<file path="src/design/fetch_consts.svh">
/*
  widths and depths shared by the fetch stage 2 design
  CTI_DEPTH must be a power of two equal to 2**SIZE_CTI_LOG and larger than FETCH_WIDTH
*/
`ifndef FETCH_CONSTS_SVH
`define FETCH_CONSTS_SVH

// datapath widths
`define SIZE_PC           32
`define SIZE_INSTRUCTION  32

// bundle shape
`define FETCH_WIDTH       4
`define INST_BYTES        4

// control-transfer queue
`define CTI_DEPTH         8
`define SIZE_CTI_LOG      3

`endif
</file>
<file path="src/design/fetchPkg.sv">
/*
  opcode and control-type encodings of the simplified 32-bit instruction set
  the opcode sits in bits 31 to 26 of every instruction
*/
`default_nettype none

package fetchPkg;

  typedef enum logic [5:0] {
    OP_ALU    = 6'h00,
    OP_LOAD   = 6'h01,
    OP_STORE  = 6'h02,
    OP_BRANCH = 6'h10,
    OP_JUMP   = 6'h11,
    OP_CALL   = 6'h12,
    OP_RETURN = 6'h13
  } opcode_t;

  // same encoding as the predictor update port expects
  typedef enum logic [1:0] {
    CT_RETURN = 2'd0,
    CT_CALL   = 2'd1,
    CT_JUMP   = 2'd2,
    CT_BRANCH = 2'd3
  } ctrlType_t;

endpackage

`default_nettype wire

</file>
<file path="src/design/fetchStage2Top.sv">
/*
  fetch stage 2 with its output latch toward decode
  an accepted bundle reaches outValid_o one cycle after the accepting edge
*/
`timescale 1ns/1ps
`default_nettype none
`include "fetch_consts.svh"

module fetchStage2Top (
  input  logic                                          clk,
  input  logic                                          reset_i,
  input  logic                                          flush_i,
  input  logic                                          inValid_i,
  input  logic [`SIZE_PC-1:0]                           pc_i,
  input  logic [`FETCH_WIDTH-1:0][`SIZE_INSTRUCTION-1:0] bundle_i,
  input  logic [`FETCH_WIDTH-1:0]                       btbHit_i,
  input  logic [`FETCH_WIDTH-1:0]                       prediction_i,
  input  logic [`FETCH_WIDTH-1:0][`SIZE_PC-1:0]         btbTarget_i,
  input  logic [`SIZE_PC-1:0]                           rasTarget_i,
  output logic                                          inReady_o,
  output logic                                          recoverId_o,
  output logic [`SIZE_PC-1:0]                           targetId_o,
  output logic                                          returnId_o,
  output logic                                          callId_o,
  output logic [`SIZE_PC-1:0]                           callPcId_o,
  input  logic                                          outReady_i,
  output logic                                          outValid_o,
  output logic [`FETCH_WIDTH-1:0]                       slotValid_o,
  output logic [`FETCH_WIDTH-1:0][`SIZE_INSTRUCTION-1:0] slotInstr_o,
  output logic [`FETCH_WIDTH-1:0][`SIZE_PC-1:0]         slotPc_o,
  output logic [`FETCH_WIDTH-1:0][`SIZE_PC-1:0]         slotTarget_o,
  output logic [`FETCH_WIDTH-1:0][`SIZE_CTI_LOG-1:0]    slotTag_o,
  output logic [`FETCH_WIDTH-1:0]                       slotPred_o,
  input  logic                                          resolveValid_i,
  input  logic [`SIZE_CTI_LOG-1:0]                      resolveTag_i,
  input  logic [`SIZE_PC-1:0]                           resolveTarget_i,
  input  logic                                          resolveTaken_i,
  input  logic                                          commitValid_i,
  output logic                                          updateEn_o,
  output logic [`SIZE_PC-1:0]                           updatePc_o,
  output logic [`SIZE_PC-1:0]                           updateTarget_o,
  output fetchPkg::ctrlType_t                           updateCtrlType_o,
  output logic                                          updateTaken_o
);

  logic                                           latchReady;
  logic [`FETCH_WIDTH-1:0]                        s2Valid;
  logic [`FETCH_WIDTH-1:0][`SIZE_INSTRUCTION-1:0] s2Instr;
  logic [`FETCH_WIDTH-1:0][`SIZE_PC-1:0]          s2Pc;
  logic [`FETCH_WIDTH-1:0][`SIZE_PC-1:0]          s2Target;
  logic [`FETCH_WIDTH-1:0][`SIZE_CTI_LOG-1:0]     s2Tag;
  logic [`FETCH_WIDTH-1:0]                        s2Pred;

  fetchStage2 fetchStage2Inst (
    .clk              (clk),
    .reset_i          (reset_i),
    .flush_i          (flush_i),
    .inValid_i        (inValid_i),
    .pc_i             (pc_i),
    .bundle_i         (bundle_i),
    .btbHit_i         (btbHit_i),
    .prediction_i     (prediction_i),
    .btbTarget_i      (btbTarget_i),
    .rasTarget_i      (rasTarget_i),
    .latchReady_i     (latchReady),
    .inReady_o        (inReady_o),
    .recoverId_o      (recoverId_o),
    .targetId_o       (targetId_o),
    .returnId_o       (returnId_o),
    .callId_o         (callId_o),
    .callPcId_o       (callPcId_o),
    .slotValid_o      (s2Valid),
    .slotInstr_o      (s2Instr),
    .slotPc_o         (s2Pc),
    .slotTarget_o     (s2Target),
    .slotTag_o        (s2Tag),
    .slotPred_o       (s2Pred),
    .resolveValid_i   (resolveValid_i),
    .resolveTag_i     (resolveTag_i),
    .resolveTarget_i  (resolveTarget_i),
    .resolveTaken_i   (resolveTaken_i),
    .commitValid_i    (commitValid_i),
    .updateEn_o       (updateEn_o),
    .updatePc_o       (updatePc_o),
    .updateTarget_o   (updateTarget_o),
    .updateCtrlType_o (updateCtrlType_o),
    .updateTaken_o    (updateTaken_o)
  );

  bundleLatch bundleLatchInst (
    .clk          (clk),
    .reset_i      (reset_i),
    .flush_i      (flush_i),
    .inValid_i    (inValid_i),
    .slotValid_i  (s2Valid),
    .slotInstr_i  (s2Instr),
    .slotPc_i     (s2Pc),
    .slotTarget_i (s2Target),
    .slotTag_i    (s2Tag),
    .slotPred_i   (s2Pred),
    .outReady_i   (outReady_i),
    .ready_o      (latchReady),
    .outValid_o   (outValid_o),
    .slotValid_o  (slotValid_o),
    .slotInstr_o  (slotInstr_o),
    .slotPc_o     (slotPc_o),
    .slotTarget_o (slotTarget_o),
    .slotTag_o    (slotTag_o),
    .slotPred_o   (slotPred_o)
  );

endmodule

`default_nettype wire

</file>
<file path="src/design/bundleLatch.sv">
/*
  one-entry valid/ready register between fetch stage 2 and decode
  a bundle with no valid slot is never stored
*/
`timescale 1ns/1ps
`default_nettype none
`include "fetch_consts.svh"

module bundleLatch (
  input  logic                                          clk,
  input  logic                                          reset_i,
  input  logic                                          flush_i,
  input  logic                                          inValid_i,
  input  logic [`FETCH_WIDTH-1:0]                       slotValid_i,
  input  logic [`FETCH_WIDTH-1:0][`SIZE_INSTRUCTION-1:0] slotInstr_i,
  input  logic [`FETCH_WIDTH-1:0][`SIZE_PC-1:0]         slotPc_i,
  input  logic [`FETCH_WIDTH-1:0][`SIZE_PC-1:0]         slotTarget_i,
  input  logic [`FETCH_WIDTH-1:0][`SIZE_CTI_LOG-1:0]    slotTag_i,
  input  logic [`FETCH_WIDTH-1:0]                       slotPred_i,
  input  logic                                          outReady_i,
  output logic                                          ready_o,
  output logic                                          outValid_o,
  output logic [`FETCH_WIDTH-1:0]                       slotValid_o,
  output logic [`FETCH_WIDTH-1:0][`SIZE_INSTRUCTION-1:0] slotInstr_o,
  output logic [`FETCH_WIDTH-1:0][`SIZE_PC-1:0]         slotPc_o,
  output logic [`FETCH_WIDTH-1:0][`SIZE_PC-1:0]         slotTarget_o,
  output logic [`FETCH_WIDTH-1:0][`SIZE_CTI_LOG-1:0]    slotTag_o,
  output logic [`FETCH_WIDTH-1:0]                       slotPred_o
);

  logic load;

  // room when empty or when decode drains the entry this cycle
  assign ready_o = ~outValid_o | outReady_i;
  assign load    = inValid_i & ready_o & (|slotValid_i);

  always_ff @(posedge clk) begin
    if (reset_i || flush_i) begin
      outValid_o <= 1'b0;
    end else if (load) begin
      outValid_o <= 1'b1;
    end else if (outReady_i) begin
      outValid_o <= 1'b0;
    end
  end

  always_ff @(posedge clk) begin
    if (load) begin
      slotValid_o  <= slotValid_i;
      slotInstr_o  <= slotInstr_i;
      slotPc_o     <= slotPc_i;
      slotTarget_o <= slotTarget_i;
      slotTag_o    <= slotTag_i;
      slotPred_o   <= slotPred_i;
    end
  end

endmodule

`default_nettype wire

</file>
<file path="src/design/fetchStage2.sv">
/*
  pre-decode, BTB check and bundle cut for one four-wide fetch bundle
  everything from the bundle inputs to the packets and the redirect is combinational
  redirect flags are only meaningful for a bundle accepted in the same cycle
*/
`timescale 1ns/1ps
`default_nettype none
`include "fetch_consts.svh"

module fetchStage2 (
  input  logic                                          clk,
  input  logic                                          reset_i,
  input  logic                                          flush_i,
  input  logic                                          inValid_i,
  input  logic [`SIZE_PC-1:0]                           pc_i,
  input  logic [`FETCH_WIDTH-1:0][`SIZE_INSTRUCTION-1:0] bundle_i,
  input  logic [`FETCH_WIDTH-1:0]                       btbHit_i,
  input  logic [`FETCH_WIDTH-1:0]                       prediction_i,
  input  logic [`FETCH_WIDTH-1:0][`SIZE_PC-1:0]         btbTarget_i,
  input  logic [`SIZE_PC-1:0]                           rasTarget_i,
  input  logic                                          latchReady_i,
  output logic                                          inReady_o,
  output logic                                          recoverId_o,
  output logic [`SIZE_PC-1:0]                           targetId_o,
  output logic                                          returnId_o,
  output logic                                          callId_o,
  output logic [`SIZE_PC-1:0]                           callPcId_o,
  output logic [`FETCH_WIDTH-1:0]                       slotValid_o,
  output logic [`FETCH_WIDTH-1:0][`SIZE_INSTRUCTION-1:0] slotInstr_o,
  output logic [`FETCH_WIDTH-1:0][`SIZE_PC-1:0]         slotPc_o,
  output logic [`FETCH_WIDTH-1:0][`SIZE_PC-1:0]         slotTarget_o,
  output logic [`FETCH_WIDTH-1:0][`SIZE_CTI_LOG-1:0]    slotTag_o,
  output logic [`FETCH_WIDTH-1:0]                       slotPred_o,
  input  logic                                          resolveValid_i,
  input  logic [`SIZE_CTI_LOG-1:0]                      resolveTag_i,
  input  logic [`SIZE_PC-1:0]                           resolveTarget_i,
  input  logic                                          resolveTaken_i,
  input  logic                                          commitValid_i,
  output logic                                          updateEn_o,
  output logic [`SIZE_PC-1:0]                           updatePc_o,
  output logic [`SIZE_PC-1:0]                           updateTarget_o,
  output fetchPkg::ctrlType_t                           updateCtrlType_o,
  output logic                                          updateTaken_o
);

  import fetchPkg::*;

  localparam int slotBits = $clog2(`FETCH_WIDTH);

  logic      [`FETCH_WIDTH-1:0][`SIZE_PC-1:0] slotPc;
  logic      [`FETCH_WIDTH-1:0][`SIZE_PC-1:0] decTarget;
  ctrlType_t [`FETCH_WIDTH-1:0]               ctrlType;
  logic      [`FETCH_WIDTH-1:0]               isCtrl;
  logic      [`FETCH_WIDTH-1:0]               takenCtrl;
  logic      [`FETCH_WIDTH-1:0]               keep;
  logic      [`FETCH_WIDTH-1:0]               allocVector;
  logic      [`SIZE_CTI_LOG-1:0]              tailTag;
  logic      [`SIZE_CTI_LOG-1:0]              rank;
  logic      [slotBits-1:0]                   firstSlot;
  logic                                       anyTaken;
  logic                                       full;
  logic                                       fire;
  logic                                       recover;

  for (genvar s = 0; s < `FETCH_WIDTH; s++) begin : genSlot
    assign slotPc[s] = pc_i + `SIZE_PC'(s * `INST_BYTES);

    preDecode preDecodeInst (
      .pc_i          (slotPc[s]),
      .instruction_i (bundle_i[s]),
      .isCtrl_o      (isCtrl[s]),
      .ctrlType_o    (ctrlType[s]),
      .target_o      (decTarget[s])
    );

    // only conditional branches can fall through
    assign takenCtrl[s] = isCtrl[s] & ((ctrlType[s] != CT_BRANCH) | prediction_i[s]);

    // a BTB hit is trusted, a miss falls back on the decoded target
    assign slotTarget_o[s] = btbHit_i[s] ? btbTarget_i[s] :
                             (ctrlType[s] == CT_RETURN) ? rasTarget_i : decTarget[s];
  end

  // ~~~~~~~~~~~~~~~~~~~~~~~~~~~~~~~~~~~~~~~~~~~~~~~~~~~~~~~~~~~~
  // cut the bundle after the first taken control transfer
  // ~~~~~~~~~~~~~~~~~~~~~~~~~~~~~~~~~~~~~~~~~~~~~~~~~~~~~~~~~~~~
  always_comb begin
    keep      = '0;
    anyTaken  = 1'b0;
    firstSlot = '0;
    for (int i = 0; i < `FETCH_WIDTH; i++) begin
      if (!anyTaken) begin
        keep[i] = 1'b1;
        if (takenCtrl[i]) begin
          anyTaken  = 1'b1;
          firstSlot = slotBits'(i);
        end
      end
    end
  end

  assign allocVector = keep & isCtrl;

  // tags follow the tail in slot order among the allocated slots
  always_comb begin
    rank = '0;
    for (int i = 0; i < `FETCH_WIDTH; i++) begin
      slotTag_o[i] = tailTag + rank;
      rank         = rank + {{(`SIZE_CTI_LOG-1){1'b0}}, allocVector[i]};
    end
  end

  assign inReady_o = ~full & latchReady_i & ~flush_i;
  assign fire      = inValid_i & inReady_o;

  // ~~~~~~~~~~~~~~~~~~~~~~~~~~~~~~~~~~~~~~~~~~~~~~~~~~~~~~~~~~~~
  // redirect toward fetch 1 when the BTB missed the taken slot
  // ~~~~~~~~~~~~~~~~~~~~~~~~~~~~~~~~~~~~~~~~~~~~~~~~~~~~~~~~~~~~
  assign recover     = anyTaken & ~btbHit_i[firstSlot];
  assign recoverId_o = recover & fire;
  assign returnId_o  = recoverId_o & (ctrlType[firstSlot] == CT_RETURN);
  assign callId_o    = recoverId_o & (ctrlType[firstSlot] == CT_CALL);
  assign targetId_o  = (ctrlType[firstSlot] == CT_RETURN) ? rasTarget_i : decTarget[firstSlot];
  assign callPcId_o  = slotPc[firstSlot];

  // with no room in the queue the bundle presents no valid slots
  assign slotValid_o = keep & {`FETCH_WIDTH{~full}};
  assign slotInstr_o = bundle_i;
  assign slotPc_o    = slotPc;
  assign slotPred_o  = takenCtrl;

  ctiQueue ctiQueueInst (
    .clk              (clk),
    .reset_i          (reset_i),
    .flush_i          (flush_i),
    .allocate_i       (fire),
    .allocVector_i    (allocVector),
    .slotPc_i         (slotPc),
    .slotCtrlType_i   (ctrlType),
    .slotPred_i       (takenCtrl),
    .tailTag_o        (tailTag),
    .full_o           (full),
    .resolveValid_i   (resolveValid_i),
    .resolveTag_i     (resolveTag_i),
    .resolveTarget_i  (resolveTarget_i),
    .resolveTaken_i   (resolveTaken_i),
    .commitValid_i    (commitValid_i),
    .updateEn_o       (updateEn_o),
    .updatePc_o       (updatePc_o),
    .updateTarget_o   (updateTarget_o),
    .updateCtrlType_o (updateCtrlType_o),
    .updateTaken_o    (updateTaken_o)
  );

endmodule

`default_nettype wire

</file>
<file path="src/design/ctiQueue.sv">
/*
  circular queue of in-flight control-transfer instructions
  the caller allocates only while full_o is low and resolves only allocated tags
  flush drops every uncommitted entry, the commit in the same cycle still retires
*/
`timescale 1ns/1ps
`default_nettype none
`include "fetch_consts.svh"

module ctiQueue (
  input  logic                                       clk,
  input  logic                                       reset_i,
  input  logic                                       flush_i,
  input  logic                                       allocate_i,
  input  logic [`FETCH_WIDTH-1:0]                    allocVector_i,
  input  logic [`FETCH_WIDTH-1:0][`SIZE_PC-1:0]      slotPc_i,
  input  fetchPkg::ctrlType_t [`FETCH_WIDTH-1:0]     slotCtrlType_i,
  input  logic [`FETCH_WIDTH-1:0]                    slotPred_i,
  output logic [`SIZE_CTI_LOG-1:0]                   tailTag_o,
  output logic                                       full_o,
  input  logic                                       resolveValid_i,
  input  logic [`SIZE_CTI_LOG-1:0]                   resolveTag_i,
  input  logic [`SIZE_PC-1:0]                        resolveTarget_i,
  input  logic                                       resolveTaken_i,
  input  logic                                       commitValid_i,
  output logic                                       updateEn_o,
  output logic [`SIZE_PC-1:0]                        updatePc_o,
  output logic [`SIZE_PC-1:0]                        updateTarget_o,
  output fetchPkg::ctrlType_t                        updateCtrlType_o,
  output logic                                       updateTaken_o
);

  import fetchPkg::*;

  // more than this many live entries leaves no room for a whole bundle
  localparam logic [`SIZE_CTI_LOG:0] fullLimit = `CTI_DEPTH - `FETCH_WIDTH;

  logic      [`SIZE_PC-1:0]      pcMem     [`CTI_DEPTH];
  logic      [`SIZE_PC-1:0]      targetMem [`CTI_DEPTH];
  ctrlType_t                     typeMem   [`CTI_DEPTH];
  logic                          dirMem    [`CTI_DEPTH];

  logic [`SIZE_CTI_LOG-1:0]  head;
  logic [`SIZE_CTI_LOG-1:0]  headNext;
  logic [`SIZE_CTI_LOG-1:0]  tail;
  logic [`SIZE_CTI_LOG:0]    count;
  logic [`SIZE_CTI_LOG:0]    allocCnt;
  logic [`SIZE_CTI_LOG-1:0]  allocIdx  [`FETCH_WIDTH];

  // ~~~~~~~~~~~~~~~~~~~~~~~~~~~~~~~~~~~~~~~~~~~~~~~~~~~~~~~~~~~~
  // allocation slots, packed in slot order from the tail
  // ~~~~~~~~~~~~~~~~~~~~~~~~~~~~~~~~~~~~~~~~~~~~~~~~~~~~~~~~~~~~
  always_comb begin
    allocCnt = '0;
    for (int i = 0; i < `FETCH_WIDTH; i++) begin
      allocIdx[i] = tail + allocCnt[`SIZE_CTI_LOG-1:0];
      allocCnt    = allocCnt + {{`SIZE_CTI_LOG{1'b0}}, allocVector_i[i]};
    end
  end

  assign headNext  = commitValid_i ? head + 1'b1 : head;
  assign tailTag_o = tail;
  assign full_o    = (count > fullLimit);

  always_ff @(posedge clk) begin
    if (reset_i) begin
      head       <= '0;
      tail       <= '0;
      count      <= '0;
      updateEn_o <= 1'b0;
    end else begin
      head       <= headNext;
      updateEn_o <= commitValid_i;
      if (flush_i) begin
        // tags restart right after the last committed entry
        tail  <= headNext;
        count <= '0;
      end else begin
        if (allocate_i) begin
          tail <= tail + allocCnt[`SIZE_CTI_LOG-1:0];
        end
        count <= count + (allocate_i ? allocCnt : '0)
               - {{`SIZE_CTI_LOG{1'b0}}, commitValid_i};
      end
    end
  end

  // ~~~~~~~~~~~~~~~~~~~~~~~~~~~~~~~~~~~~~~~~~~~~~~~~~~~~~~~~~~~~
  // entry storage
  // ~~~~~~~~~~~~~~~~~~~~~~~~~~~~~~~~~~~~~~~~~~~~~~~~~~~~~~~~~~~~
  always_ff @(posedge clk) begin
    if (allocate_i) begin
      for (int i = 0; i < `FETCH_WIDTH; i++) begin
        if (allocVector_i[i]) begin
          pcMem[allocIdx[i]]   <= slotPc_i[i];
          typeMem[allocIdx[i]] <= slotCtrlType_i[i];
          dirMem[allocIdx[i]]  <= slotPred_i[i];
        end
      end
    end
    // execute has the final word on direction and target
    if (resolveValid_i) begin
      targetMem[resolveTag_i] <= resolveTarget_i;
      dirMem[resolveTag_i]    <= resolveTaken_i;
    end
  end

  // predictor update record, valid the cycle after the commit edge
  always_ff @(posedge clk) begin
    if (commitValid_i) begin
      updatePc_o       <= pcMem[head];
      updateTarget_o   <= targetMem[head];
      updateCtrlType_o <= typeMem[head];
      updateTaken_o    <= dirMem[head];
    end
  end

endmodule

`default_nettype wire

</file>
<file path="src/design/preDecode.sv">
/*
  pre-decodes one instruction slot
  direct target is pc plus the sign-extended 16-bit offset in words
  returns carry no target here, the return stack supplies it
*/
`timescale 1ns/1ps
`default_nettype none
`include "fetch_consts.svh"

module preDecode (
  input  logic [`SIZE_PC-1:0]          pc_i,
  input  logic [`SIZE_INSTRUCTION-1:0] instruction_i,
  output logic                         isCtrl_o,
  output fetchPkg::ctrlType_t          ctrlType_o,
  output logic [`SIZE_PC-1:0]          target_o
);

  import fetchPkg::*;

  opcode_t                   opcode;
  logic    [15:0]            offset;
  logic    [`SIZE_PC-1:0]    offsetBytes;

  assign opcode = opcode_t'(instruction_i[`SIZE_INSTRUCTION-1 -: 6]);
  assign offset = instruction_i[15:0];

  // word offset turned into a byte offset
  assign offsetBytes = {{(`SIZE_PC-18){offset[15]}}, offset, 2'b00};

  always_comb begin
    isCtrl_o   = 1'b1;
    ctrlType_o = CT_JUMP;
    case (opcode)
      OP_BRANCH: ctrlType_o = CT_BRANCH;
      OP_JUMP:   ctrlType_o = CT_JUMP;
      OP_CALL:   ctrlType_o = CT_CALL;
      OP_RETURN: ctrlType_o = CT_RETURN;
      default:   isCtrl_o = 1'b0;
    endcase
  end

  assign target_o = (opcode == OP_RETURN) ? '0 : pc_i + offsetBytes;

endmodule

`default_nettype wire

</file>
<file path="config.mk">
export PLATFORM = sky130hd
export DESIGN_NAME = fetchStage2Top
export DESIGN_NICKNAME = d
export VERILOG_FILES = /design/src/design/fetchPkg.sv /design/src/design/fetchStage2Top.sv /design/src/design/bundleLatch.sv /design/src/design/fetchStage2.sv /design/src/design/ctiQueue.sv /design/src/design/preDecode.sv
export VERILOG_INCLUDE_DIRS = /design/src /design/src/design
export SDC_FILE = /design/constraint.sdc
export NUM_CORES = 2
export LEC_CHECK = 0
export BUFFER_PORTS_ARGS = -buffer_cell sky130_fd_sc_hd__buf_2
export CAP_MARGIN = 20
export CORE_MARGIN = 3
export CORE_UTILIZATION = 34
export CTS_BUF_LIST = sky130_fd_sc_hd__clkbuf_4
export DETAILED_ROUTE_END_ITERATION = 8
export PLACE_DENSITY_LB_ADDON = 0.2
export RECOVER_POWER = 100
export SETUP_SLACK_MARGIN = 0.05
export SYNTH_ARGS = -nofsm -noshare
export SYNTH_HDL_FRONTEND = slang
export SYNTH_SLANG_ARGS = --single-unit
export TNS_END_PERCENT = 10
</file>
<file path="constraint.sdc">
create_clock -name clk -period 10.8 [get_ports clk]
set_clock_uncertainty 0.15 [all_clocks]
set_input_delay 2.16 -clock clk [delete_from_list [all_inputs] [get_ports clk]]
set_output_delay 2.16 -clock clk [all_outputs]
set_load 0.02 [all_outputs]
</file>
==> impl_metrics.sql <==
INSERT INTO impl_metrics (metric_group, metric, value, unit) VALUES
('clocking', 'cell_at_the_root_of_the_clock_tree', 'clkbuf_4', ''),
('pwr', 'worst_ir_drop_vdd', '0.1145', 'mV'),
('setup_path', 'start_kind', 'input pin', ''),
('drt', 'route.final.wire_length', '282900', 'um'),
('yosys', 'synthMostInstantiatedCell', 'edfxtp_1', ''),
('yosys', 'post-synth-top-area-fraction', '54.31', '%'),
('drt', 'via_count', '48272', ''),
('global_route', 'maximum_number_of_pins_on_one_net_before_global_route_repair', '136', ''),
('yosys', 'synth.top_cells.by_area', 'edfxtp_1, mux4_2, nand2_1', ''),
('drt', 'routedWlPerCell', '34.32', 'um'),
('global_route', 'met2_usage_grt', '50.68', '%'),
('pwr', 'powerDensity', '163.6', 'nW/um^2'),
('layout', 'syn2layout_area_growth', '18.30', '%'),
('sta', 'finalSetupViolations', '0', ''),
('clocking', 'clk_transition_reported_paths', '0.06', 'ns'),
('clocking', 'cts-resized-gates', '0', ''),
('floorplanning', 'die_area', '167300', 'um^2'),
('setup_path', 'crit_type', 'in -> out', ''),
('min_path', 'hold_depth', '0', ''),
('yosys', 'synth-seq-cells', '1011', ''),
('global_route', 'initial_antenna_violation_count', '52', ''),
('global_route', 'met3_usage', '9.028', '%'),
('yosys', 'mappedNetlistArea', '55240', 'um^2'),
('global_route', 'groute.usage.overall', '32.86', '%'),
('drt', 'detail_route.iter0.violations', '6497', ''),
('setup_path', 'worst-endpoint-required', '8.49', 'ns'),
('global_route', 'globalRoute.totalOverflow', '0', ''),
('status', 'violations_in_the_final_reports', 'capacitance limit, slew limit', ''),
('floorplanning', 'core.rowCount', '147', ''),
('sta', 'fin_tns_setup', '0', 'ns'),
('clocking', 'cts-hold-fix-buffers', '0', ''),
('clocking', 'inserted_clock_buffers', '303', ''),
('floorplanning', 'initial_core_util', '34.32', '%'),
('placed_design', 'io_buffer_count', '911', ''),
('layout', 'final.fill_count', '16183', ''),
('drt', 'drc', '0', ''),
('yosys', 'synth_enable_flop_cells', '999', ''),
('clocking', 'cts_max_path_buffers', '4', ''),
('placed_design', 'placedInstanceArea', '63030', 'um^2'),
('global_route', 'grt_first_pass_wirelength', '382000', 'um'),
('sta', 'timing.fmax', '92.79', 'MHz'),
('setup_path', 'worstPathArrival', '8.47', 'ns'),
('floorplanning', 'dieHeight', '409.1', 'um'),
('yosys', 'syn-mean-instance-area', '11.57', 'um^2'),
('clocking', 'htree_num_levels', '5', ''),
('global_route', 'grt_most_used_layer', 'met2', ''),
('yosys', 'synth_top_cell_by_area', 'edfxtp_1', ''),
('global_route', 'first_global_vias', '46249', ''),
('clocking', 'cts_tree', 'yes', ''),
('sta', 'final-max-slew-violation-count', '1409', ''),
('layout', 'layout.nets', '6387', ''),
('setup_path', 'critical_path_capture_point_type', 'output pin', ''),
('yosys', 'synth_seq_area_share', '54.75', '%'),
('sta', 'timing_worst_slew_pin_value', '6.924', 'ns'),
('setup_path', 'crit_path_max_fanout', '19', ''),
('placed_design', 'post-place-ws', '0.5955', 'ns'),
('clocking', 'cts_setup_buffers', '0', ''),
('sta', 'hold_slack', '0.4710', 'ns'),
('floorplanning', 'boundaryPins', '912', ''),
('drt', 'drt-vias-per-instance', '5.858', ''),
('job', 'timing.max_cap.violations', '47', ''),
('status', 'status', 'finished, violations left', ''),
('yosys', 'ys_top_cells_by_count', 'edfxtp_1, nand2_1, o21ai_0, nor2_1, clkbuf_1', ''),
('pwr', 'leakage_power_summed_over_all_cells', '23.27', 'nW'),
('sta', 'final_period_minus_worst_setup_slack', '10.78', 'ns'),
('placed_design', 'dp_hpwl', '211800', 'um'),
('layout', 'layout-drive-gt1-share', '17.51', '%'),
('sta', 'relSlewSlack', '-361.6', '%'),
('yosys', 'yosysWarningCount', '0', ''),
('yosys', 'asyncSetResetFlopFracSynth', '0', '%'),
('sta', 'layout_worst_path_cycle_share', '99.79', '%');
## power by group
part / leakage (nW) / switching, mW / internal, mW / total (mW)
logic: 11.7 / 1.63 / 0.629 / 2.26
clock network: 2.18 / 1.74 / 1.94 / 3.68
registers: 9.43 / 0.122 / 4.63 / 4.75
## state kept, by name, indices dropped and copies added, names as in the netlist
| register | flops |
|---|---|
| fetchStage2Inst.ctiQueueInst.head | 3 |
| fetchStage2Inst.ctiQueueInst.count | 4 |
| fetchStage2Inst.ctiQueueInst.updateTaken_o | 1 |
| bundleLatchInst.outValid_o | 1 |
| bundleLatchInst.slotPc_o | 120 |
| fetchStage2Inst.ctiQueueInst.updatePc_o | 32 |
| fetchStage2Inst.ctiQueueInst.updateCtrlType_o | 2 |
| bundleLatchInst.slotInstr_o | 128 |
| fetchStage2Inst.ctiQueueInst.typeMem | 16 |
| fetchStage2Inst.ctiQueueInst.updateEn_o | 1 |
| fetchStage2Inst.ctiQueueInst.tailTag_o | 3 |
| fetchStage2Inst.ctiQueueInst.dirMem | 8 |
| bundleLatchInst.slotValid_o | 4 |
| fetchStage2Inst.ctiQueueInst.updateTarget_o | 32 |
| fetchStage2Inst.ctiQueueInst.pcMem | 256 |
| fetchStage2Inst.ctiQueueInst.targetMem | 256 |
| bundleLatchInst.slotTarget_o | 128 |
| bundleLatchInst.slotTag_o | 12 |
| bundleLatchInst.slotPred_o | 4 |
## worst max-delay path: stages
cell and delay, ns:
clkbuf_1 0.15, nor4b_1 1.25, o31ai_2 0.16, clkbuf_1 0.38
inv_1 0.71, nor2_1 0.30, o21ai_0 0.51, buf_4 0.44
nand2_1 0.08, o21ai_1 0.17, nor2b_2 0.61, buf_4 0.34
buf_4 0.20, a22oi_1 0.09, o21ai_0 0.18, clkbuf_1 0.44
buf_2 0.26
## placed cells by master, fill, tap and decap left out, types with 88 or more instances in the layout
| master | count |
|---|---|
| xor2_1 | 201 |
| xnor2_1 | 194 |
| mux4_2 | 135 |
| nor2_1 | 288 |
| buf_4 | 110 |
| mux2i_1 | 88 |
| o211ai_1 | 109 |
| nand3_1 | 141 |
| a21oi_1 | 247 |
| ha_1 | 140 |
| edfxtp_1 | 999 |
| o21ai_0 | 401 |
| clkbuf_4 | 432 |
| clkbuf_1 | 769 |
| nand2_1 | 588 |
| buf_2 | 247 |
## kinds of logic after synthesis
kind of cell	count (synthesis)	synth area share [%]
simple gates	1295	10.44
compound gates	1183	13.12
flops	1011	54.75
buf+inv	439	3.115
xor+xnor	397	6.368
mux	297	8.608
fa+ha+maj	152	3.606
## worst paths after layout
path	slack, ns	end	from
setup reg to reg	1.18	bundleLatchInst.slotTarget_o[91]	fetchStage2Inst.ctiQueueInst.count[1]
hold reg to reg	0.47	bundleLatchInst.slotTag_o[0]	fetchStage2Inst.ctiQueueInst.tailTag_o[0]
setup / recovery	0.02	targetId_o[15]	bundle_i[31]
hold / removal	0.47	bundleLatchInst.slotTag_o[0]	fetchStage2Inst.ctiQueueInst.tailTag_o[0]
## layout make-up
type	count	area (um^2)	area share [%]
Antenna cell	29	72.57	0.1111
Clock buffer	431	3236	4.952
Clock inverter	62	382.9	0.5859
Inverter	83	312.8	0.4787
Multi-Input combinational cell	3324	23320	35.69
Sequential cell	1011	30250	46.29
Tap cell	2160	2703	4.136
Timing Repair Buffer	1141	5069	7.757
## layer usage
metal  wire, um  share of wire, %
met1     105300                37
met2     125200                44
met3      30610                11
met4      21530               7.6
met5        244             0.086
(Power assumes the default switching activity.)
